--- config.mk ---
export PLATFORM = sky130hd
export DESIGN_NAME = irq_timer
export DESIGN_NICKNAME = d
export VERILOG_FILES = /design/src/rtl/prot_pkg.sv /design/src/rtl/irq_timer.sv
export SDC_FILE = /design/constraint.sdc
export NUM_CORES = 1
export LEC_CHECK = 0
export BUFFER_PORTS_ARGS = -buffer_cell sky130_fd_sc_hd__buf_4
export CAP_MARGIN = 20
export CORE_AREA = 10 10 47 49
export CTS_BUF_LIST = sky130_fd_sc_hd__clkbuf_8
export CTS_CLUSTER_DIAMETER = 200
export DETAILED_ROUTE_END_ITERATION = 10
export DIE_AREA = 0 0 57 59
export GPL_TIMING_DRIVEN = 0
export PLACE_DENSITY = 0.49
export SETUP_SLACK_MARGIN = 0.4
export SKIP_CTS_REPAIR_TIMING = 1
export SLEW_MARGIN = 25
export SYNTH_ARGS = -nofsm -noshare
export SYNTH_HDL_FRONTEND = slang
export SYNTH_SLANG_ARGS = --single-unit
--- constraint.sdc ---
create_clock -name clk -period 1.6 [get_ports clk]
set_clock_uncertainty 0.15 [all_clocks]
set_input_delay 0.24 -clock clk [delete_from_list [all_inputs] [get_ports clk]]
set_output_delay 0.24 -clock clk [all_outputs]
set_load 0.01 [all_outputs]
--- src/rtl/prot_pkg.sv ---
package prot_pkg;

    // game variants selected by game_id
    localparam logic [1:0] game_std   = 2'd0;
    localparam logic [1:0] game_hippo = 2'd1;

    // mcu address banks, bits 20:16 of the mcu address
    localparam logic [4:0] bank_rom          = 5'h00;
    localparam logic [4:0] bank_local        = 5'h1f;
    localparam logic [4:0] bank_shared_hippo = 5'h18;
    localparam logic [4:0] bank_bac          = 5'h1a;
    localparam logic [4:0] bank_prot         = 5'h1d;

    // main cpu writes or reads here to interrupt the mcu
    localparam logic [10:0] mailbox_addr = 11'h7ff;
    // irq low time in clk cycles
    localparam int irq_hold = 254;

    // the only two keys the protection chip is known to answer
    localparam logic [7:0] lut_key_a = 8'h45;
    localparam logic [7:0] lut_val_a = 8'h4e;
    localparam logic [7:0] lut_key_b = 8'h92;
    localparam logic [7:0] lut_val_b = 8'h15;

    // read value of an undecoded location
    localparam logic [7:0] open_bus = 8'hff;

    // flat 64 KB pages
    typedef struct packed {
        logic [4:0]  bank;
        logic [15:0] offset;
    } mcu_page_t;

    // tile controller view, 16-bit words seen through an 8-bit bus
    typedef struct packed {
        logic [4:0] bank;
        logic [2:0] pad;
        logic [1:0] func;
        logic [9:0] word;
        logic       bsel;
    } mcu_tile_t;

    typedef union packed {
        mcu_page_t page;
        mcu_tile_t tile;
    } mcu_addr_u;

    typedef enum logic [2:0] {
        region_none,
        region_rom,
        region_work,
        region_shared,
        region_prot,
        region_bac
    } region_e;

    typedef struct packed {
        mcu_addr_u  addr;
        logic [7:0] wdata;
        logic       we;
    } mcu_req_t;

    typedef struct packed {
        logic [7:0] rdata;
    } mcu_rsp_t;

    typedef struct packed {
        logic [10:0] addr;
        logic [7:0]  wdata;
        logic        we;
    } main_req_t;

    // dsn lanes are active low
    typedef struct packed {
        logic       mode_sel;
        logic       map_sel;
        logic       sft_sel;
        logic [9:0] word;
        logic [1:0] dsn;
        logic [7:0] wdata;
        logic       we;
    } bac_req_t;

endpackage

--- src/rtl/irq_timer.sv ---
`timescale 1ns/100ps

module irq_timer (
    input  logic clk,
    input  logic rst,
    input  logic trigger,
    output logic irq_n
);

    logic [7:0] cnt;

    // reload on every mailbox hit, so a repeat access restarts the hold
    always_ff @(posedge clk or posedge rst) begin
        if (rst) begin
            cnt <= 8'd0;
        end else if (trigger) begin
            cnt <= 8'(prot_pkg::irq_hold);
        end else if (cnt != 8'd0) begin
            cnt <= cnt - 8'd1;
        end
    end

    // low from the cycle after trigger for irq_hold cycles
    assign irq_n = (cnt == 8'd0);

endmodule

# Yosys cells after proc, flatten, opt, wreduce, memory -nomap -nowiden
# Cells that the tools add are included.
# totals
regBits	8
inputBits	3
out_inout_bits	1
wordCells	7
# classes
addsub	1
muxes	2
reduce_logical	3
# op_table
operator	count
$mux W8	2
$logic_not A8 Y1	1
$reduce_bool A8 Y1	1
$sub A8 B1 Y8 const B	1
$reduce_bool A2 Y1	1

# Longest topological paths before layout
# logic_depth
depth_word	3
ltp_mapped	5
depth_no_buf	5

# Least setup slack after synthesis
# Ideal clock, no wire load.
# synth_path
path_kind	flip-flop to flip-flop
start	register cnt[2]
end	register cnt[0]
setup_time_ns	0.128
arrival_time_ns	1.427
t_required_ns	1.322
setup_slack_ns	-0.104
stages_incl_launch_ff	5
path_buffers	1
period_less_slack_ns	1.704
cell_sequence	dfrtp_1 nor3_1 and3_1 buf_2 mux2_1
# synth_via
elab_chain_cells	2
# synth_rtl
item	line	source
start, declared	irq_timer.sv:10	logic [7:0] cnt;
start signal, assigned	irq_timer.sv:17	cnt <= 8'(prot_pkg::irq_hold);
start signal, assigned	irq_timer.sv:19	cnt <= cnt - 8'd1;
$reduce_bool A8 Y1	irq_timer.sv:18	end else if (cnt != 8'd0) begin
$reduce_bool A2 Y1 (no line)	--	
# No other way between the ends.
# A chain may end at the register's enable or synchronous reset.

# Worst setup path after layout
# layout_path
start	register cnt[3]
end	output port irq_n
# layout_via
elab_chain_cells	1
# layout_rtl
item	line	source
$logic_not A8 Y1	irq_timer.sv:24	assign irq_n = (cnt == 8'd0);
end, declared	irq_timer.sv:7	output logic irq_n
# No other way between the ends.

==> reports/results.tsv <==
stage	metric	value	unit
status	result of the run	complete, but fails checks	
status	failing checks	negative setup slack	
placed_design	placed instance count	63	
sta	Rel. slew slack	69.4	%
floorplanning	Core ar.	1400	sq um
yosys	Synth Cell Area	440	sq um
global_route	first-pass GRT wire length	1.81	mm
floorplanning	row count	14	
power_and_ir_drop	switching power total	0.133	mW
finish	Regs by FF count	cnt: 8 flops	
setup_path	critical path's most frequent cell	buf_6	
cts	Clock Latency Late Sink	230	ps
setup_path	delay-heaviest family, CP	flip-flops	
power_and_ir_drop	Static Leak	0.289	nW
yosys	Synth Instances	45	
sta	fin crit period	1670	ps
sta	worst hold margin	349	ps
finish	Ant. Diodes	0	
sta	Setup-failing EPs final	4	
power_and_ir_drop	register share of total power	40.7	%
floorplanning	Die ar.	3360	sq um
floorplanning	Die Height	59	um
yosys	Syn Nets	49	
finish	Register Area	204	sq um
placed_design	cell area after placement	523	sq um
finish	fraction of layout cells with a size suffix above 1	51.6	%
finish	final cell count without fillers	80	
setup_path	slowest CP cell	dfrtp_2	
route	vias per cell	5.50	
finish	design area	707	sq um
power_and_ir_drop	clock share of power	45.6	%
cts	Inserted Clock Buffers	3	
setup_path	critical-path cell list	nor3_4, and3_4, buf_6, buf_6	
sta	Fin Setup TNS	-145	ps
power_and_ir_drop	switching share of total power	24.3	%
cts	clock root cell	clkbuf_8	
finish	area delta synth->final	60.5	%
route	final WL	1.14	mm
cts	H-tree depth	1	
yosys	Syn. warnings	0	
sta	final hold viol count	0	
setup_path	Crit Path Class	reg2out	
setup_path	CP max FO	4	
global_route	grt ovf	0	
route	routed length per instance	14.3	um
finish	Filler cells	132	
sta	Tcrit/Tclk final	104	%
setup_path	Worst Path Required	1210	ps
sta	RSZ-0062 raised after global routing	true	
finish	Multi-input gate area	278	sq um
sta	Slew Limit Fails	0	
placed_design	input/output buffers	2	
route	vias after detailed routing	440	
floorplanning	I/O pin total	4	
setup_path	Worst Setup End Kind	output pin	
cts	TritonCTS clock tree	done	
placed_design	GP Congestion	0.802	
route	Iter 0 DRT Violations	6	
cts	clock-pin slew on the worst setup and hold paths	40	ps
yosys	syn_area_per_cell	9.79	sq um
run	MaxCap Viol Count	0	
floorplanning	initial core utilization	31.4	%
global_route	pin count of the biggest net entering global routing	11	
setup_path	crit path DAT	1280	ps
power_and_ir_drop	maximum VDD drop	0.483	mV
finish	max FFs per register	8	
setup_path	Worst Path Buf+Inv	2	
sta	Fmax achieved	599	MHz
sta	Worst Max-Slew Pin Slew	459	ps
power_and_ir_drop	power density over the cells	777	nW/um^2
placed_design	half-perimeter wire length after placement	720	um
power_and_ir_drop	internal power	0.416	mW
global_route	number of global-route vias before repair	427	
route	# DRC	0	
cts	clock buffer depth	2	
min_path	Hold Path Class	in2reg	
yosys	number of synthesized register bits	8	
floorplanning	Chip Width	57	um
global_route	initial antenna violation count	0	
setup_path	CP max stage delay	430	ps
setup_path	Worst Setup Start Kind	register	
route	Pre-antenna DRT Iters	4	
yosys	post-synth cell types	25	
global_route	GRT Total Usage	6.81	%
cts	# clock sinks	8	
finish	nets	70	
finish	Reg with most FFs	cnt	
route	post-route ant nets	0	
yosys	register area share after synthesis	45.5	%
sta	slack of the critical path	-69.7	ps
power_and_ir_drop	Comb power frac	13.6	%
[cells by family (layout without fill, tap and decap cells)]
family	after synthesis	count (layout)	synth area share [%]
simple gates	17	17	22.2
compound gates	11	11	19.3
flops	8	8	45.5
buf+inv	6	25	5.39
mux	2	2	4.83
fa+ha+maj	1	1	2.84
[final timing paths]
kind,endpoint,cells past startpoint,from,slack (ps)
min in group asynchronous,cnt[6],3,rst,360
worst min register to register,cnt[2],1,cnt[2],400
max in group asynchronous,cnt[2],3,rst,690
worst min-delay path,cnt[3],3,trigger,350
worst max-delay path,irq_n,4,cnt[3],-70
worst max register to register,cnt[0],5,cnt[3],-40
[cell usage after synthesis (all sizes together)]
cell type	number	share of area, %
a2111oi	1	3.4
a211o	2	4.0
a21o	1	1.7
a21oi	3	3.4
a41o	1	2.3
and3	1	1.4
buf	2	2.0
dfrtp	8	45
ha	1	2.8
inv	4	3.4
mux2	1	2.6
mux2i	1	2.3
nand2	1	0.85
nand3	1	1.1
nand3b	1	1.7
nor2	5	4.3
nor2b	1	1.4
nor3	3	3.4
o21ai	1	1.1
o31ai	2	3.4
or3	1	1.7
or3b	1	2.0
or4	2	4.3
[cell usage in the layout (no fill, tap or decap)]
| master | count |
|---|---|
| buf_4 | 12 |
| nor2_1 | 5 |
| dfrtp_1 | 5 |
| buf_6 | 4 |
| a21oi_1 | 3 |
| clkbuf_8 | 3 |
| dfrtp_2 | 3 |
| nor3_4 | 2 |
| a211o_1 | 2 |
| inv_2 | 2 |
| inv_1 | 2 |
| o31ai_1 | 2 |
| nand3_1 | 1 |
| or4_4 | 1 |
| or4_1 | 1 |
| nor3_2 | 1 |
| buf_1 | 1 |
| nand3b_1 | 1 |
| a41o_1 | 1 |
| a21o_1 | 1 |
| and3_4 | 1 |
| mux2_4 | 1 |
| nor2b_1 | 1 |
| mux2i_1 | 1 |
| or3_2 | 1 |
| o21ai_1 | 1 |
| or3b_1 | 1 |
| nand2_1 | 1 |
| a2111oi_4 | 1 |
| ha_4 | 1 |
| dlygate4sd3_1 | 1 |
[layout make-up]
class	count	share of cell area, %
sequential	8	28.8
multi-input combinational	31	39.3
inverter	4	2.12
timing repair buffer	16	18.9
buffer	2	2.12
tap	16	2.83
clock buffer	3	5.84
[worst reg2reg max path, cell delays in order, from the launching register on]
cell     delay [ps]
dfrtp_2         430
nor3_4          220
and3_4          210
buf_6           100
buf_4           120
mux2_4          290
[routing by layer]
layer,track usage [%],vias up,routed length (um)
met5,0,-,0
met4,4.03,0,25
met3,3.86,3,56
met2,10.7,9,594
met1,6.97,221,464
li1,-,207,-
[per-stage QoR]
stage | worst slack, ps | utilization (%) | total power [mW]
2_1_floorplan | 41.4 | - | 0.262
3_3_place_gp | -30.9 | 37.3 | 0.271
3_5_place_dp | -83.2 | 37.3 | 0.276
4_1_cts | -253 | 40.3 | 0.529
5_1_grt | -121 | 50.4 | 0.579
6_report | -69.7 | 50.4 | 0.549
[power by group through the flow]
| stage | combinational [mW] | sequential [mW] | clock (mW) |
|---|---|---|---|
| after detailed placement | 0.0494 | 0.227 | 0 |
| after global placement | 0.0450 | 0.226 | 0 |
| after floorplan | 0.0381 | 0.224 | 0 |
| after global routing | 0.0835 | 0.226 | 0.270 |
| after CTS | 0.0494 | 0.224 | 0.256 |
| final | 0.0747 | 0.224 | 0.251 |
No activity file was read; power rests on OpenSTA's default activity.
