## src/rtl/prot_pkg.sv

```systemverilog
package prot_pkg;

    // game variants selected by game_id
    localparam logic [1:0] game_std   = 2'd0;
    localparam logic [1:0] game_hippo = 2'd1;

    // mcu address banks, bits 20:16 of the mcu address
    localparam logic [4:0] bank_rom          = 5'h00;
    localparam logic [4:0] bank_local        = 5'h1f;
    localparam logic [4:0] bank_shared_hippo = 5'h18;
    localparam logic [4:0] bank_bac          = 5'h1a;
    localparam logic [4:0] bank_prot         = 5'h1d;

    // main cpu writes or reads here to interrupt the mcu
    localparam logic [10:0] mailbox_addr = 11'h7ff;
    // irq low time in clk cycles
    localparam int irq_hold = 254;

    // the only two keys the protection chip is known to answer
    localparam logic [7:0] lut_key_a = 8'h45;
    localparam logic [7:0] lut_val_a = 8'h4e;
    localparam logic [7:0] lut_key_b = 8'h92;
    localparam logic [7:0] lut_val_b = 8'h15;

    // read value of an undecoded location
    localparam logic [7:0] open_bus = 8'hff;

    // flat 64 KB pages
    typedef struct packed {
        logic [4:0]  bank;
        logic [15:0] offset;
    } mcu_page_t;

    // tile controller view, 16-bit words seen through an 8-bit bus
    typedef struct packed {
        logic [4:0] bank;
        logic [2:0] pad;
        logic [1:0] func;
        logic [9:0] word;
        logic       bsel;
    } mcu_tile_t;

    typedef union packed {
        mcu_page_t page;
        mcu_tile_t tile;
    } mcu_addr_u;

    typedef enum logic [2:0] {
        region_none,
        region_rom,
        region_work,
        region_shared,
        region_prot,
        region_bac
    } region_e;

    typedef struct packed {
        mcu_addr_u  addr;
        logic [7:0] wdata;
        logic       we;
    } mcu_req_t;

    typedef struct packed {
        logic [7:0] rdata;
    } mcu_rsp_t;

    typedef struct packed {
        logic [10:0] addr;
        logic [7:0]  wdata;
        logic        we;
    } main_req_t;

    // dsn lanes are active low
    typedef struct packed {
        logic       mode_sel;
        logic       map_sel;
        logic       sft_sel;
        logic [9:0] word;
        logic [1:0] dsn;
        logic [7:0] wdata;
        logic       we;
    } bac_req_t;

endpackage

```

## src/rtl/mcu_addr_decode.sv

```systemverilog
`timescale 1ns/100ps

module mcu_addr_decode (
    input  prot_pkg::mcu_addr_u addr,
    input  logic [1:0]          game_id,
    output prot_pkg::region_e   region,
    output logic [1:0]          bac_func
);

    always_comb begin
        region = prot_pkg::region_none;
        if (addr.page.bank == prot_pkg::bank_rom) begin
            // program rom, both variants
            region = prot_pkg::region_rom;
        end else if (addr.page.bank == prot_pkg::bank_local) begin
            // lower 8 KB window is work ram on both boards
            if (!addr.page.offset[13]) begin
                region = prot_pkg::region_work;
            end else if (game_id == prot_pkg::game_std) begin
                // upper window reaches the shared ram only on the standard board
                region = prot_pkg::region_shared;
            end
        end else if (game_id == prot_pkg::game_hippo) begin
            case (addr.page.bank)
                prot_pkg::bank_shared_hippo: begin
                    region = prot_pkg::region_shared;
                end
                prot_pkg::bank_prot: begin
                    region = prot_pkg::region_prot;
                end
                prot_pkg::bank_bac: begin
                    // func 3 has no select line on the tile chip
                    if (addr.tile.func != 2'd3) begin
                        region = prot_pkg::region_bac;
                    end
                end
                default: begin
                    region = prot_pkg::region_none;
                end
            endcase
        end
    end

    // mode, sft or map select, only meaningful in the bac region
    assign bac_func = addr.tile.func;

endmodule

```

## config.mk

```make
export PLATFORM = sky130hd
export DESIGN_NAME = mcu_addr_decode
export DESIGN_NICKNAME = d
export VERILOG_FILES = /design/src/rtl/prot_pkg.sv /design/src/rtl/mcu_addr_decode.sv
export SDC_FILE = /design/constraint.sdc
export NUM_CORES = 1
export LEC_CHECK = 0
export BUFFER_PORTS_ARGS = -buffer_cell sky130_fd_sc_hd__buf_2
export CAP_MARGIN = 0
export CORE_AREA = 3 3 40 42
export DETAILED_ROUTE_END_ITERATION = 16
export DIE_AREA = 0 0 43 45
export SLEW_MARGIN = 5
export SYNTH_ARGS = -nofsm -noshare
export SYNTH_HDL_FRONTEND = slang
export SYNTH_SLANG_ARGS = --single-unit
```

## constraint.sdc

```tcl
create_clock -name vclk -period 0.8
set_input_delay 0.12 -clock vclk [all_inputs]
set_output_delay 0.12 -clock vclk [all_outputs]
set_load 0.02 [all_outputs]
```

# After elaboration in Yosys (flattened, before gate mapping)
# Cells that the tools add are included.
[op_classes]
eq_ne = 6
mux = 7
n_reduce_logical = 2
[ops]
columns = ["operator", "n"]
rows = [
  ["equality test 5 bit, second input constant", 4],
  ["two-way mux 3 bit", 4],
  ["one-hot mux 3 bit (3 select lines)", 1],
  ["logical NOT 5 bit", 1],
  ["two-way mux 2 bit", 2],
  ["equality test 2 x 1 -> 1 bit, second input constant", 1],
  ["logical NOT 2 bit", 1],
  ["inequality test 2 bit, second input constant", 1],
]
[word_totals]
register_bits = 0
out_inout_bits = 5
elab_cells = 15

# Longest topological paths before layout
# Gate-level depths: netlist of the first run.
[depth]
word_depth = 6
mapped_depth = 3
depth_no_buf = 3

# Least setup slack after synthesis of the first run
# Ideal clock, no wire load.
[synth_timing]
path_kind = "input to output"
startpoint = "input addr[17] in the netlist's numbering"
endpoint = "output region[2]"
arrival_time_ns = 0.853
setup_slack_ns = -0.173
stages = 3
path_buffers = 0
path_cell_list = "and3b_1 -> a31oi_1 -> nor4b_2"
[synth_via]
elab_chain_cells = 5
elab_cells_between_ends = 9
[synth_lines]
columns = ["item", "line", "text"]
rows = [
  ["start: declaration", "mcu_addr_decode.sv:4", "input prot_pkg::mcu_addr_u addr,"],
  ["equality test 5 bit", "mcu_addr_decode.sv:24", "case (addr.page.bank)"],
  ["one-hot mux 3 bit (3 select lines)", "mcu_addr_decode.sv:24", ""],
  ["two-way mux 3 bit", "mcu_addr_decode.sv:23", "end else if (game_id == prot_pkg::game_hippo) begin"],
  ["two-way mux 3 bit", "mcu_addr_decode.sv:15", "end else if (addr.page.bank == prot_pkg::bank_local) begin"],
  ["two-way mux 3 bit *", "mcu_addr_decode.sv:12", "if (addr.page.bank == prot_pkg::bank_rom) begin"],
  ["end: declaration", "mcu_addr_decode.sv:6", "output prot_pkg::region_e region,"],
]
# Every way passes the cells marked *; elsewhere a longest branch is shown, timed or not.

# Final worst setup path of the first run
# Same ends and word-level chain as after synthesis.

==> results of run 1 <==
through the flow:
stage               TNS (ps)  hold slack [ps]
finish                  -629              490
global route            -824              501
CTS                     -684              490
detailed placement      -810              491
global placement        -816              488
floorplan               -135              277
cell families after synthesis:
family          count (synthesis)  synth area share
simple gates                   11             0.514
compound gates                  5             0.343
buf+inv                         3             0.143
layer usage:
layer,part of all wire,wire length [µm]
met1,0.38,176
met2,0.50,229
met3,0.12,57
met4,0,0
met5,0,0
report_power, final:
part / internal (mW) / total (mW) / switching, mW
clock network: 0 / 0 / 0
registers: 0 / 0 / 0
logic: 0.0631 / 0.125 / 0.0617
path summary, 6_finish.rpt:
| kind | from | endpoint | slack (ps) | cells past startpoint |
|---|---|---|---|---|
| max | addr[17] | region[2] | -250 | 5 |
| min | addr[12] | bac_func[1] | 490 | 2 |
final cells by class:
cell class,count,area [µm²]
Fill cell,151,995
Multi-Input combinational cell,16,150
Tap cell,15,18.8
Timing Repair Buffer,18,118
Inverter,1,3.75
layout by cell type (no fill, tap or decap):
master	Yosys	routed
and3_1	1	1
nand2b_1	1	1
nand3_1	1	1
nand2_1	2	2
buf_8	0	1
nor2_2	0	1
nor2_4	0	1
a31oi_2	0	1
and3b_1	1	1
nor2b_1	1	1
nor3_2	0	1
buf_4	2	7
a32oi_2	0	1
inv_1	1	1
buf_2	0	10
nor4b_4	0	1
o32ai_2	1	1
a32oi_1	2	1
o21ai_0	1	1
repair_timing:
| action | in CTS | in global routing |
|---|---|---|
| endpoints found under the setup margin | 3 | 3 |
| resized for setup | 11 | 1 |
| pin swaps | 3 | 1 |
| buffers inserted | 1 | 0 |
critical path, stage by stage:
cell and delay, ps:
buf_8 100, and3b_1 220, a31oi_2 60, nor4b_4 250, buf_4 170
==> results.sh, run 1 <==
export IMPL_area_growth_pct=121
export IMPL_tightest_slew_ps=200
export IMPL_start_util=0.102
export IMPL_hpwl_um=398
export IMPL_start_kind="primary input"
export IMPL_drc=0
export IMPL_leakagePower_nw=0.132
export IMPL_outcome="complete, but fails checks"
export IMPL_ys_seq_area_frac=0
export IMPL_core_rowCount=13
export IMPL_die_x_um=43
export IMPL_route_vias_total=201
export IMPL_grt_use_met1=0.0643
export IMPL_synth_cell_types=15
export IMPL_hold_buffers=0
export IMPL_gp_congestion=0.681
export IMPL_dieArea_um2=1940
export IMPL_n_clock_buffer=0
export IMPL_final_cell_area_um2=290
export IMPL_max_cap_viol_count=0
export IMPL_slew_headroom=0.866
export IMPL_rsz0062_at_grt="yes"
export IMPL_ir_drop_uv=97.4
export IMPL_num_io_pins=28
export IMPL_max_freq_mhz=953
export IMPL_first_global_vias=190
export IMPL_portBuffers=15
export IMPL_p_total_uw=125
export IMPL_synthTopCellsByCount="a32oi_1, buf_4, nand2_1, nor2_1"
export IMPL_yosysTopAreaCellShare=0.133
export IMPL_final_cells=50
export IMPL_yosysTopAreaCell="a32oi_1"
export IMPL_grt_usage=0.0539
export IMPL_design_core_area_um2=1280
export IMPL_diodes=0
export IMPL_final_critical_path_setup_slack_ps=-249
export IMPL_wl_per_cell_um=9.24
export IMPL_required_ps=680
export IMPL_antenna_found_initial=0
export IMPL_finalNetCount=60
export IMPL_avgSynthCellArea_um2=6.91
export IMPL_fp_dieH_um=45
export IMPL_grt_busiest_layer="met2"
export IMPL_place_inst=49
export IMPL_hp_class="primary input to output port"
export IMPL_period_needed_ps=1050
export IMPL_seqCellArea_um2=0
export IMPL_synthesis_area_um2=131
export IMPL_hold_viol_final=0
export IMPL_slew_violations=0
export IMPL_grtUsageMet3=0.00797
export IMPL_cp_arrival_ps=930
export IMPL_ant_nets=0
export IMPL_routed_wl_um=462
export IMPL_vias_per_cell=4.02
export IMPL_fin_crit_sh=1.31
export IMPL_placedInstanceArea_um2=236
export IMPL_setup_viol=3
export IMPL_failed_checks="negative setup slack"
export IMPL_critical_path_class="primary input to output port"
export IMPL_fin_util=0.226
export IMPL_seq_cells=0
export IMPL_dr_pass1_iters=4
export IMPL_critical_path_max_fanout=5
export IMPL_grt_overflow=0
export IMPL_yosysWarnings=0
export IMPL_grtUsageMet2=0.108
export IMPL_grt_pass1_wl_um=848
export IMPL_initialDrtViolationCount=4
export IMPL_syn_num_nets=42
export IMPL_final_layout_size_suffix_gt1_frac=0.714
export IMPL_synth_area_top_cells="a32oi_1, o32ai_2, buf_4"
export IMPL_dpl_worst_slack_ps=-291
export IMPL_grt_start_max_net_pins=6
export IMPL_powerDensity_nw_per_um2=430
export IMPL_synthCells=19
export IMPL_critPathCaptureType="output port"
Power figures use the tool's default switching activity.
==> run 2: changes to the inputs <==
- clock period: 0.8 -> 1.1 ns (I/O delays scaled with it)
==> run 2 against run 1 <==
The flow still finishes with violations (negative setup slack). Critical path type unchanged. Sequential cell count unchanged. Core utilization decreased by 0.58 points. Clock-buffer cell count stayed put. Sequential share of layout area unchanged. Total power down 29%.
==> results.sh, run 2 (synthesis gave the netlist of run 1 again) <==
export IMPL_outcome="complete, but fails checks"
export IMPL_failed_checks="negative setup slack"
export IMPL_grt_usage=0.0406
export IMPL_period_needed_ps=1140
export IMPL_first_global_vias=152
export IMPL_antenna_found_initial=0
export IMPL_fp_dieH_um=45
export IMPL_fin_crit_sh=1.03
export IMPL_drc=0
export IMPL_n_clock_buffer=0
export IMPL_vias_per_cell=4.00
export IMPL_p_total_uw=88.6
export IMPL_min_path_cells=2
export IMPL_seqCellArea_um2=0
export IMPL_hp_class="primary input to output port"
export IMPL_dr_pass1_iters=4
export IMPL_multi_input_area_um2=146
export IMPL_diodes=0
export IMPL_critPathCaptureType="output port"
export IMPL_seq_cells=0
export IMPL_start_util=0.102
export IMPL_slew_headroom=0.875
export IMPL_gp_congestion=0.675
export IMPL_placedInstanceArea_um2=210
export IMPL_num_io_pins=28
export IMPL_grt_start_max_net_pins=6
export IMPL_layout_commonest_cell="buf_2"
export IMPL_holdPathEnd="bac_func[1]"
export IMPL_dieArea_um2=1940
export IMPL_final_cell_mix="buf_2, buf_4, nand2_1, buf_8"
export IMPL_fillCellCount=147
export IMPL_required_ps=940
export IMPL_route_vias_total=192
export IMPL_wl_per_cell_um=9.31
export IMPL_ant_nets=0
export IMPL_start_kind="primary input"
export IMPL_final_layout_size_suffix_gt1_frac=0.727
export IMPL_cp_arrival_ps=970
export IMPL_setup_viol=2
export IMPL_die_x_um=43
export IMPL_leakagePower_nw=0.120
export IMPL_max_cap_viol_count=0
export IMPL_critical_path_max_fanout=5
export IMPL_min_delay_start="addr[12]"
export IMPL_routed_wl_um=447
export IMPL_hold_buffers=0
export IMPL_ir_drop_uv=94.5
export IMPL_core_rowCount=13
export IMPL_grt_overflow=0
export IMPL_final_cell_area_um2=283
export IMPL_grt_pass1_wl_um=641
export IMPL_design_core_area_um2=1280
export IMPL_hpwl_um=369
export IMPL_finalNetCount=58
export IMPL_critical_path_class="primary input to output port"
export IMPL_hold_viol_final=0
export IMPL_max_freq_mhz=879
export IMPL_tightest_slew_ps=188
export IMPL_slew_violations=0
export IMPL_powerDensity_nw_per_um2=313
export IMPL_rsz0062_at_grt="yes"
export IMPL_area_growth_pct=115
export IMPL_final_critical_path_setup_slack_ps=-37.6
export IMPL_portBuffers=15
export IMPL_initialDrtViolationCount=6
run 2: stage by stage:
| stage | TNS [ps] | setup WS, ps | utilization | hold slack (ps) | cells |
|---|---|---|---|---|---|
| detailed placement | -126 | -61.3 | 0.164 | 586 | 47 |
| global placement | -156 | -58.8 | 0.164 | 583 | 47 |
| global route | -141 | -103 | 0.220 | 595 | 48 |
| CTS | -172 | -65.2 | 0.188 | 586 | 48 |
| floorplan | 0 | 36.8 | - | 383 | 19 |
| finish | -40.4 | -37.6 | 0.220 | 583 | 48 |
run 2: routing by layer:
layer | GRT usage | part of all wire
met5 | 0 | 0
met1 | 0.0690 | 0.50
met3 | 0.0120 | 0.13
met4 | 0 | 0
met2 | 0.0509 | 0.37
run 2: what timing repair did:
item / CTS / global route
buffers inserted: 1 / 0
hold endpoints to repair: 0 / 0
setup endpoints to repair: 3 / 3
pin swaps: 1 / 5
gates resized for setup: 6 / 11
run 2: worst max-delay path by stage:
| stage | endpoint | start | cells past startpoint | slack (ps) |
|---|---|---|---|---|
| after floorplan | region[2] | addr[17] | 3 | 40 |
| after global placement | region[2] | addr[18] | 5 | -60 |
| after detailed placement | region[2] | addr[18] | 5 | -60 |
| after CTS | region[2] | addr[17] | 5 | -70 |
| after global routing | region[2] | addr[17] | 5 | -100 |
| final | region[2] | addr[17] | 5 | -40 |
run 2: layout make-up:
| class | count | area share |
|---|---|---|
| inverters | 1 | 0.0133 |
| multi-input cells | 16 | 0.518 |
| well taps | 15 | 0.0664 |
| repair buffers | 16 | 0.403 |
run 2: power breakdown:
part | leakage, nW | total (mW) | internal, mW | switching [mW]
Combinational | 0.120 | 0.0886 | 0.0461 | 0.0425
Sequential | 0 | 0 | 0 | 0
Clock | 0 | 0 | 0 | 0
Total | 0.120 | 0.0886 | 0.0461 | 0.0425
run 2: worst max-delay path: stages:
cell     delay [ps]
buf_8           100
and3b_1         210
a31oi_2          50
nor4b_2         250
buf_2           200
