### config.mk
export PLATFORM = sky130hd
export DESIGN_NAME = prot_lut
export DESIGN_NICKNAME = d
export VERILOG_FILES = /design/src/rtl/prot_pkg.sv /design/src/rtl/prot_lut.sv
export SDC_FILE = /design/constraint.sdc
export NUM_CORES = 1
export LEC_CHECK = 0
export ABC_CLOCK_PERIOD_IN_PS = 2300
export BUFFER_PORTS_ARGS = -buffer_cell sky130_fd_sc_hd__clkbuf_2
export CELL_PAD_IN_SITES_DETAIL_PLACEMENT = 1
export CELL_PAD_IN_SITES_GLOBAL_PLACEMENT = 2
export CORE_MARGIN = 3
export CORE_UTILIZATION = 27
export CTS_CLUSTER_DIAMETER = 80
export DETAILED_ROUTE_END_ITERATION = 6
export PLACE_DENSITY_LB_ADDON = 0.05
export SKIP_LAST_GASP = 1
export SLEW_MARGIN = 25
export SYNTH_ARGS = -nofsm -noshare
export SYNTH_HDL_FRONTEND = slang
export SYNTH_SLANG_ARGS = --single-unit
### constraint.sdc
create_clock -name clk -period 2.3 [get_ports clk]
set_clock_uncertainty 0.2 [all_clocks]
set_input_delay 0.23 -clock clk [delete_from_list [all_inputs] [get_ports clk]]
set_output_delay 0.23 -clock clk [all_outputs]
set_load 0.02 [all_outputs]
### src/rtl/prot_pkg.sv
package prot_pkg;

    // game variants selected by game_id
    localparam logic [1:0] game_std   = 2'd0;
    localparam logic [1:0] game_hippo = 2'd1;

    // mcu address banks, bits 20:16 of the mcu address
    localparam logic [4:0] bank_rom          = 5'h00;
    localparam logic [4:0] bank_local        = 5'h1f;
    localparam logic [4:0] bank_shared_hippo = 5'h18;
    localparam logic [4:0] bank_bac          = 5'h1a;
    localparam logic [4:0] bank_prot         = 5'h1d;

    // main cpu writes or reads here to interrupt the mcu
    localparam logic [10:0] mailbox_addr = 11'h7ff;
    // irq low time in clk cycles
    localparam int irq_hold = 254;

    // the only two keys the protection chip is known to answer
    localparam logic [7:0] lut_key_a = 8'h45;
    localparam logic [7:0] lut_val_a = 8'h4e;
    localparam logic [7:0] lut_key_b = 8'h92;
    localparam logic [7:0] lut_val_b = 8'h15;

    // read value of an undecoded location
    localparam logic [7:0] open_bus = 8'hff;

    // flat 64 KB pages
    typedef struct packed {
        logic [4:0]  bank;
        logic [15:0] offset;
    } mcu_page_t;

    // tile controller view, 16-bit words seen through an 8-bit bus
    typedef struct packed {
        logic [4:0] bank;
        logic [2:0] pad;
        logic [1:0] func;
        logic [9:0] word;
        logic       bsel;
    } mcu_tile_t;

    typedef union packed {
        mcu_page_t page;
        mcu_tile_t tile;
    } mcu_addr_u;

    typedef enum logic [2:0] {
        region_none,
        region_rom,
        region_work,
        region_shared,
        region_prot,
        region_bac
    } region_e;

    typedef struct packed {
        mcu_addr_u  addr;
        logic [7:0] wdata;
        logic       we;
    } mcu_req_t;

    typedef struct packed {
        logic [7:0] rdata;
    } mcu_rsp_t;

    typedef struct packed {
        logic [10:0] addr;
        logic [7:0]  wdata;
        logic        we;
    } main_req_t;

    // dsn lanes are active low
    typedef struct packed {
        logic       mode_sel;
        logic       map_sel;
        logic       sft_sel;
        logic [9:0] word;
        logic [1:0] dsn;
        logic [7:0] wdata;
        logic       we;
    } bac_req_t;

endpackage

### src/rtl/prot_lut.sv
`timescale 1ns/100ps

module prot_lut (
    input  logic       clk,
    input  logic       rst,
    input  logic       wr_en,
    input  logic [7:0] wdata,
    output logic [7:0] rdata
);

    logic [7:0] latch_q;

    // byte last written by the mcu
    always_ff @(posedge clk or posedge rst) begin
        if (rst) begin
            latch_q <= 8'h00;
        end else if (wr_en) begin
            latch_q <= wdata;
        end
    end

    // very short table, the game only probes two values
    always_comb begin
        if (latch_q == prot_pkg::lut_key_a) begin
            rdata = prot_pkg::lut_val_a;
        end else if (latch_q == prot_pkg::lut_key_b) begin
            rdata = prot_pkg::lut_val_b;
        end else begin
            rdata = 8'h00;
        end
    end

endmodule

---- After elaboration in Yosys (flattened, before gate mapping) ----
Cells that the tools add are included.
word-level totals
  register bits ........................... 8
  bits of input ports ..................... 11
  output and inout bits ................... 8
  logic and storage cells ................. 5
cells by class
  eq/ne operators ......................... 2
  mux-type cells .......................... 2
operators by type and width
  cell                                                             number
  8-bit by 7-bit == test with 1-bit output, second input constant  1
  8-bit == test, second input constant                             1
  7-bit two-way mux                                                1
  5-bit two-way mux                                                1

---- Logic depth before layout (Yosys ltp) ----
Gate-level depths: netlist (run 1).
  word-level depth ........................ 3
  gate-level depth with buffers ........... 3
  gate-level depth less buffers ........... 3

---- Worst setup path before layout (run 1) ----
OpenSTA, ideal clock, no wires.
  path kind ............................... flip-flop to output port
  start point ............................. register latch_q[1]
  end point ............................... output port rdata[3]
  arrival ................................. 1,764 ps
  path slack .............................. 106 ps
  cell stages (with the launch flop) ...... 4
  buffers on the path ..................... 1
  cell sequence ........................... dfrtp_1 > nand4b_1 > nor4b_1 > buf_4
between the ends
  cells in the longest elaborated chain, start to end .. 2
ends and longest elaborated chain
  item                                      line            text
  from (decl)                               prot_lut.sv:11  logic [7:0] latch_q;
  from (signal assigned)                    prot_lut.sv:18  latch_q <= wdata;
  8-bit by 7-bit == test with 1-bit output  prot_lut.sv:24  if (latch_q == prot_pkg::lut_key_a) begin
  7-bit two-way mux                         prot_lut.sv:24
  to (decl)                                 prot_lut.sv:8   output logic [7:0] rdata
No other way between the ends.

---- Worst setup path after layout (run 1) ----
Ends and elaborated chain as after synthesis.

==> results by group, run 1 <==
Outcome
  – Outcome: complete, no violations

Worst setup path
  – Crit path arrival time: 1.59 ns
  – Delay of the slowest cell on the worst path: ~0.48 ns
  – Bufs and invs on worst path: 1
  – Reg-to-reg endpoint: latch_q[6]
  – Cell family with the largest share of critical-path delay: simple AND/OR/NAND/NOR gates
  – Setup CP Type: reg -> out
  – Number of cell instances on the worst register-to-register path: 1
  – Worst Setup End Kind: primary output
  – Startpoint kind of the worst setup timing path: flip-flop
  – Maximum fanout along the worst path: 3
  – Reg-to-Reg Start: latch_q[6]
  – Critical Path Slowest Stage Cell: nor4b_1
  – List of cells traversed by the critical path: nand4b_1 > nor4b_1 > clkbuf_2
  – Data required time at the worst endpoint: 1.87 ns
  – Flop-to-flop setup slack: 1.30 ns

Hold path
  – Start point of the worst hold path: wdata[0]
  – HP Class: in -> reg
  – Number of instances on the worst hold path: 2
  – End point of the most critical hold path: latch_q[0]

Power
  – Fraction of power consumed by the clock network: 0.338
  – Relative contribution of sequential cells to total power: 0.532
  – Total power density per cell area: 642 nW/um^2
  – P_sw: ~0.076 mW
  – Lkg Pwr: approximately 0.23 nW
  – Switching Fraction: 0.242
  – Peak supply drop: between 0.2 and 0.25 mV
  – Power, Total: around 0.31 mW
  – Total internal power: roughly 0.24 mW
  – Logic gate share of total power: 0.130

Global routing
  – Global-route wire length before repair: roughly 1300 um
  – Overall routing resource usage: 0.101
  – Number of global-route vias before repair: 300
  – Largest net degree at the start of global routing: 9
  – Number of antenna violations at the first check in global routing: 0
  – Grt total ovfl: 0

STA
  – Max Transition Viols Final: 0
  – Unrepaired setup endpoints after global routing: false
  – Post-layout worst setup margin: between 0.2 and 0.3 ns
  – Setup Total Neg Slack: 0 ns
  – Final setup violation count: 0
  – Fin Hold WS: 0.00994 ns
  – Part of the cycle the worst path needs: 0.877
  – Hold violation count in the final report: 0
  – Achievable clock frequency: between 400 and 500 MHz
  – Period minus WS final: ~2 ns

Layout
  – Number of flip-flops under the largest register name: 8
  – Proportion of layout cells with a drive suffix above 1: 0.574
  – Post-route design area: 489 sq um
  – Filler-free cell count of the finished design: 62
  – Area occupied by multi-input gates: 154 sq um
  – Number of filler instances in the final layout: approximately 160
  – Biggest register: latch_q
  – Antenna diode instance count: 0
  – Net count reported at finish: 60
  – Util after Layout: 0.367
  – Largest registers: latch_q x8
  – Area Growth Syn to Fin: 23.3%
  – Commonest cells after routing, fill and taps aside: 16 x clkbuf_2, 8 x mux2_2, 8 x dfrtp_1
  – Area taken by flip-flops and latches: around 200 sq um
  – Leading cell type in the layout, fill and taps excluded: clkbuf_2

Clocking
  – Root Buffer: clkbuf_4
  – Sink count of the clock tree: 8
  – # Post-CTS Setup Buffers: 0
  – Num CTS Buffers: 3
  – Clock-pin slew reported for the worst setup and hold paths after clock tree synthesis: 0.05 ns
  – # resized after CTS: 0
  – Clock tree from TritonCTS: built
  – H-Tree Depth: 1
  – Clk_lat worst skew: 0.25 ns
  – Post-cts hold buffer count: 1
  – Maximum buffer depth of the clock tree: 2

Route
  – Total length of routed met2 wires: between 300 and 400 um
  – Detailed-route via count: 286
  – Number of design rule violations left after detail routing: 0
  – Routed len/inst: ~13 um
  – Routed wire length on met3: 53 um
  – DRT met1 WL: 343 um
  – Number of DRC violations after detailed-routing iteration 0: 3
  – Highest routed layer: met4
  – Antenna Violating Nets Remaining: 0
  – Final WL: 800 um
  – Pre-Repair DR Iteration Count: 2
  – Number of vias per cell after detailed routing: ~4.6

Run
  – Number of max-cap violations: 0

Floorplan
  – Number of top-level pins: 19
  – Initial Util: 0.297
  – Row cnt: 13
  – Die height: 44.3 um
  – Die outline area: slightly below 2000 sq um
  – Area of the core: 1330 sq um
  – Die Span X: 44.3 um

Placement
  – Post-detailed-placement cell area: 457 sq um
  – Input/output buffers: 16
  – Post-Place Setup Slack: between 0.5 and 0.6 ns
  – Number of placed instances, taps included: 58
  – Placer Congestion: 0.675
  – Final HPWL DP: 635 um

Yosys
  – Warning count from the yosys run: 0
  – Top area cells in the synthesized netlist: dfrtp_1 50%, mux2_2 23%, buf_4 9.5%
  – Mean instance size in the synthesized netlist: 12.4 sq um
  – Cell area after synthesis: 397 sq um
  – Synth area leader: dfrtp_1
  – Post-synthesis sequential area ratio: 0.505
  – Gate count after technology mapping: 32
  – Count of unique library cells instantiated by Yosys: 11
  – Share of the synthesized area in the top cell type: 0.505
  – Flip-flop and latch count after synthesis: 8
## area by class of cell
cell class	instances	area share
Sequential cell	8	0.409
Multi-Input combinational cell	18	0.315
Timing Repair Buffer	17	0.184
Clock buffer	3	0.0460
Tap cell	15	0.0384
Inverter	1	0.00767
## synthesized netlist by cell type (all sizes together)
| master | instances |
|---|---|
| conb | 1 |
| nand4b | 2 |
| nor4b | 2 |
| buf | 6 |
| inv | 1 |
| dfrtp | 8 |
| mux2 | 8 |
| o21a | 1 |
| nor3 | 2 |
| nor2 | 1 |
## how the worst max path moves through the flow
stage                    start  endpoint  slack [ns]  cells past startpoint
floorplan           latch_q[1]  rdata[3]        0.11                      3
global placement    latch_q[1]  rdata[3]        0.63                      3
detailed placement  latch_q[1]  rdata[3]        0.54                      3
CTS                 latch_q[1]  rdata[3]        0.26                      3
global route        latch_q[1]  rdata[3]        0.17                      3
finish              latch_q[1]  rdata[3]        0.28                      3
## layer usage
layer  GRT usage  vias up
li1            -      139
met1       0.120      130
met2       0.140       14
met3      0.0366        3
met4      0.0904        0
met5           0        -
## cells by family (layout without fill, tap and decap cells)
family,count (synthesis),in the layout,share of synthesized area
mux,8,8,0.227
flops,8,8,0.505
simple gates,7,7,0.123
buf+inv,7,21,0.117
other cells,1,2,0.00945
compound gates,1,1,0.0189
## power by group through the flow
stage / sequential [mW] / combinational [mW] / clock, mW
floorplan: 0.166 / 0.0316 / 0
global placement: 0.168 / 0.0388 / 0
detailed placement: 0.170 / 0.0401 / 0
CTS: 0.167 / 0.0417 / 0.112
global route: 0.169 / 0.0456 / 0.122
finish: 0.167 / 0.0410 / 0.106
Power figures use the tool's default switching activity.
==> run 2: changes to the inputs <==
Settings changed: ABC_AREA from default to 1, CORE_UTILIZATION 27 to 24, SLEW_MARGIN 25 to default.
==> run 2 against run 1 <==
Against the previous run:
- sequential share of layout area fell by 5.4 points
- area after synthesis rose by 5.0%
- clock-buffer cell count did not move
- sequential power fell by 5%
- critical endpoint unchanged
- largest cell class unchanged
- largest power group unchanged
==> results by group, run 2 <==
Outcome
  – Outcome: complete, no violations

Layout
  – Largest registers: latch_q x8
  – Commonest cells after routing, fill and taps aside: 18 x nand2_1, 16 x clkbuf_2, 11 x inv_1
  – Net count reported at finish: 90 (+50%)
  – Area Growth Syn to Fin: 35.4%
  – Biggest register: latch_q
  – Number of flip-flops under the largest register name: 8 (unchanged)
  – Proportion of layout cells with a drive suffix above 1: 0.247 (-0.328)
  – Leading cell type in the layout, fill and taps excluded: nand2_1
  – Antenna diode instance count: 0 (unchanged)
  – Number of filler instances in the final layout: 198 (+25%)

Route
  – Routed len/inst: 9.60 um (-26%)
  – Antenna Violating Nets Remaining: 0 (unchanged)
  – Number of design rule violations left after detail routing: 0 (unchanged)
  – Number of DRC violations after detailed-routing iteration 0: 1 (-2)
  – Detailed-route via count: 378 (+32%)
  – Final WL: 893 um (+12%)
  – Number of vias per cell after detailed routing: 4.06 (-12%)
  – Pre-Repair DR Iteration Count: 2 (unchanged)

Clocking
  – Sink count of the clock tree: 8 (unchanged)
  – Num CTS Buffers: 3 (unchanged)
  – Clock tree from TritonCTS: built
  – Maximum buffer depth of the clock tree: 2 (unchanged)
  – H-Tree Depth: 1 (unchanged)
  – Clock-pin slew reported for the worst setup and hold paths after clock tree synthesis: 0.05 ns (about the same)
  – Clk_lat worst skew: 0.25 ns (about the same)
  – Root Buffer: clkbuf_4

Floorplan
  – Die Span X: 47.7 um (+7.5%)
  – Area of the core: 1580 sq um (+18%)
  – Initial Util: 0.264 (-0.0331)
  – Number of top-level pins: 19 (unchanged)
  – Die height: 47.7 um (+7.5%)
  – Die outline area: 2270 sq um (+16%)
  – Row cnt: 14 (+1)

Worst setup path
  – Critical Path Slowest Stage Cell: dfrtp_1
  – List of cells traversed by the critical path: inv_1 > nand2_1 > nor2_1 > nand2_1 > inv_1 > clkbuf_2
  – Bufs and invs on worst path: 3 (+2)
  – Worst Setup End Kind: primary output
  – Maximum fanout along the worst path: 3 (unchanged)
  – Startpoint kind of the worst setup timing path: flip-flop
  – Data required time at the worst endpoint: 1.87 ns (about the same)
  – Cell family with the largest share of critical-path delay: flip-flops
  – Setup CP Type: reg -> out
  – Delay of the slowest cell on the worst path: 0.37 ns (-0.11 ns)
  – Crit path arrival time: 1.16 ns (-0.43 ns)

Yosys
  – Cell with the most instances after synthesis: nand2_1
  – Top area cells in the synthesized netlist: dfrtp_1 48%, nand2_1 16%, inv_1 9.9%
  – Gate count after technology mapping: 56 (+75%)
  – Cell area after synthesis: 417 sq um (+5.0%)
  – Warning count from the yosys run: 0 (unchanged)
  – Share of the synthesized area in the top cell type: 0.480 (-0.0243)
  – Post-synthesis sequential area ratio: 0.480 (-0.0243)
  – Count of unique library cells instantiated by Yosys: 8 (-3)
  – Most instantiated cells after synthesis: 18 x nand2_1, 11 x inv_1, 8 x dfrtp_1, 8 x o21ai_0, 5 x buf_4
  – Mean instance size in the synthesized netlist: 7.44 sq um (-40%)
  – Fraction of synthesis flops using an asynchronous set or reset pin: 1.00 (unchanged)
  – Most used flip-flop cell after synthesis: dfrtp_1
  – Flip-flop and latch count after synthesis: 8 (unchanged)
  – Synth area leader: dfrtp_1
  – EDFF count, synth: 0 (unchanged)

Global routing
  – Overall routing resource usage: 0.0913 (-0.00951)
  – Largest net degree at the start of global routing: 17 (+8)
  – Number of antenna violations at the first check in global routing: 0 (unchanged)
  – Grt total ovfl: 0 (unchanged)
  – Global-route wire length before repair: 1390 um (+4.7%)
  – Number of global-route vias before repair: 346 (+15%)

Placement
  – Input/output buffers: 16 (unchanged)
  – Final HPWL DP: 681 um (+7.4%)
  – Placer Congestion: 0.670 (-0.77%)
  – Post-Place Setup Slack: 0.945 ns (+0.404 ns)

Power
  – Lkg Pwr: 0.335 nW (+44%)
  – Peak supply drop: 0.206 mV (-15%)
  – Power, Total: 0.317 mW (+0.77%)
  – Total power density per cell area: 561 nW/um^2 (-13%)

STA
  – Unrepaired setup endpoints after global routing: false
  – Post-layout worst setup margin: 0.711 ns (+0.428 ns)
  – Part of the cycle the worst path needs: 0.691 (-0.186)
  – Final setup violation count: 0 (unchanged)
  – Period minus WS final: 1.59 ns (-0.428 ns)
  – Achievable clock frequency: 630 MHz (+27%)
  – Hold violation count in the final report: 0 (unchanged)
  – Setup Total Neg Slack: 0 ns (unchanged)
  – Max Transition Viols Final: 0 (unchanged)

Hold path
  – HP Class: in -> reg

Run
  – Number of max-cap violations: 0 (unchanged)
-- run 2: per-layer routing --
layer  part of all wire  global-route usage  up-vias
met5                  0                   0        -
met4                  0              0.0484        0
met3              0.064              0.0226        0
met2               0.52               0.150       15
met1               0.42               0.110      165
li1                   -                   -      198
-- run 2: worst register-to-register path, cell delays in order, from the launching register on --
cell and delay (ns):
dfrtp_1 0.38, inv_1 0.07, o21ai_0 0.08
-- run 2: path summary, 6_finish.rpt --
path | start | endpoint | slack (ns) | depth (start not counted)
setup / recovery | latch_q[7] | rdata[3] | 0.71 | 6
hold / removal | wdata[1] | latch_q[1] | 0.006 | 3
setup reg to reg | latch_q[2] | latch_q[2] | 1.45 | 2
hold reg to reg | latch_q[3] | latch_q[3] | 0.33 | 2
max in group asynchronous | rst | latch_q[6] | 1.40 | 3
min in group asynchronous | rst | latch_q[7] | 0.25 | 3
-- run 2: kinds of logic (layout without fill, tap and decap cells) --
kind of cell | Yosys count | in the layout | share of synthesized area
and+or+nand+nor | 22 | 22 | 0.198
buffers and inverters | 17 | 37 | 0.216
AOI/OAI and AO/OA | 8 | 8 | 0.0961
DFF | 8 | 8 | 0.480
other | 1 | 2 | 0.00900
-- run 2: cell type report --
cell class	instances	area, sq um	area share
clock buffer	3	22.5	0.0399
inverter	11	41.3	0.0732
multi-input combinational	32	130	0.231
sequential	8	200	0.355
tap	16	20.0	0.0355
timing repair buffer	23	150	0.266
-- run 2: report_power, final --
| group | leakage, nW | switching (mW) | internal (mW) |
|---|---|---|---|
| Combinational | 0.225 | 0.0291 | 0.0233 |
| Clock | 0.0138 | 0.0457 | 0.0596 |
| Sequential | 0.0971 | 0.00558 | 0.154 |
-- run 2: through the flow --
step / hold slack [ns] / cells / cell area [sq um] / utilization
after floorplan: -0.154 / 57 / 420 / -
after global placement: -0.0196 / 83 / 472 / 0.299
after detailed placement: -0.0255 / 83 / 472 / 0.299
after CTS: 0.000571 / 93 / 564 / 0.358
after global routing: 0.00799 / 93 / 564 / 0.358
final: 0.00649 / 93 / 564 / 0.358
-- run 2: repair_timing --
action | in CTS | in global routing
hold buffers | 7 | 0
endpoints found under the hold margin | 14 | 0
endpoints found under the setup margin | 0 | 0
gates resized for setup | 0 | 0
buffers inserted | 0 | 0
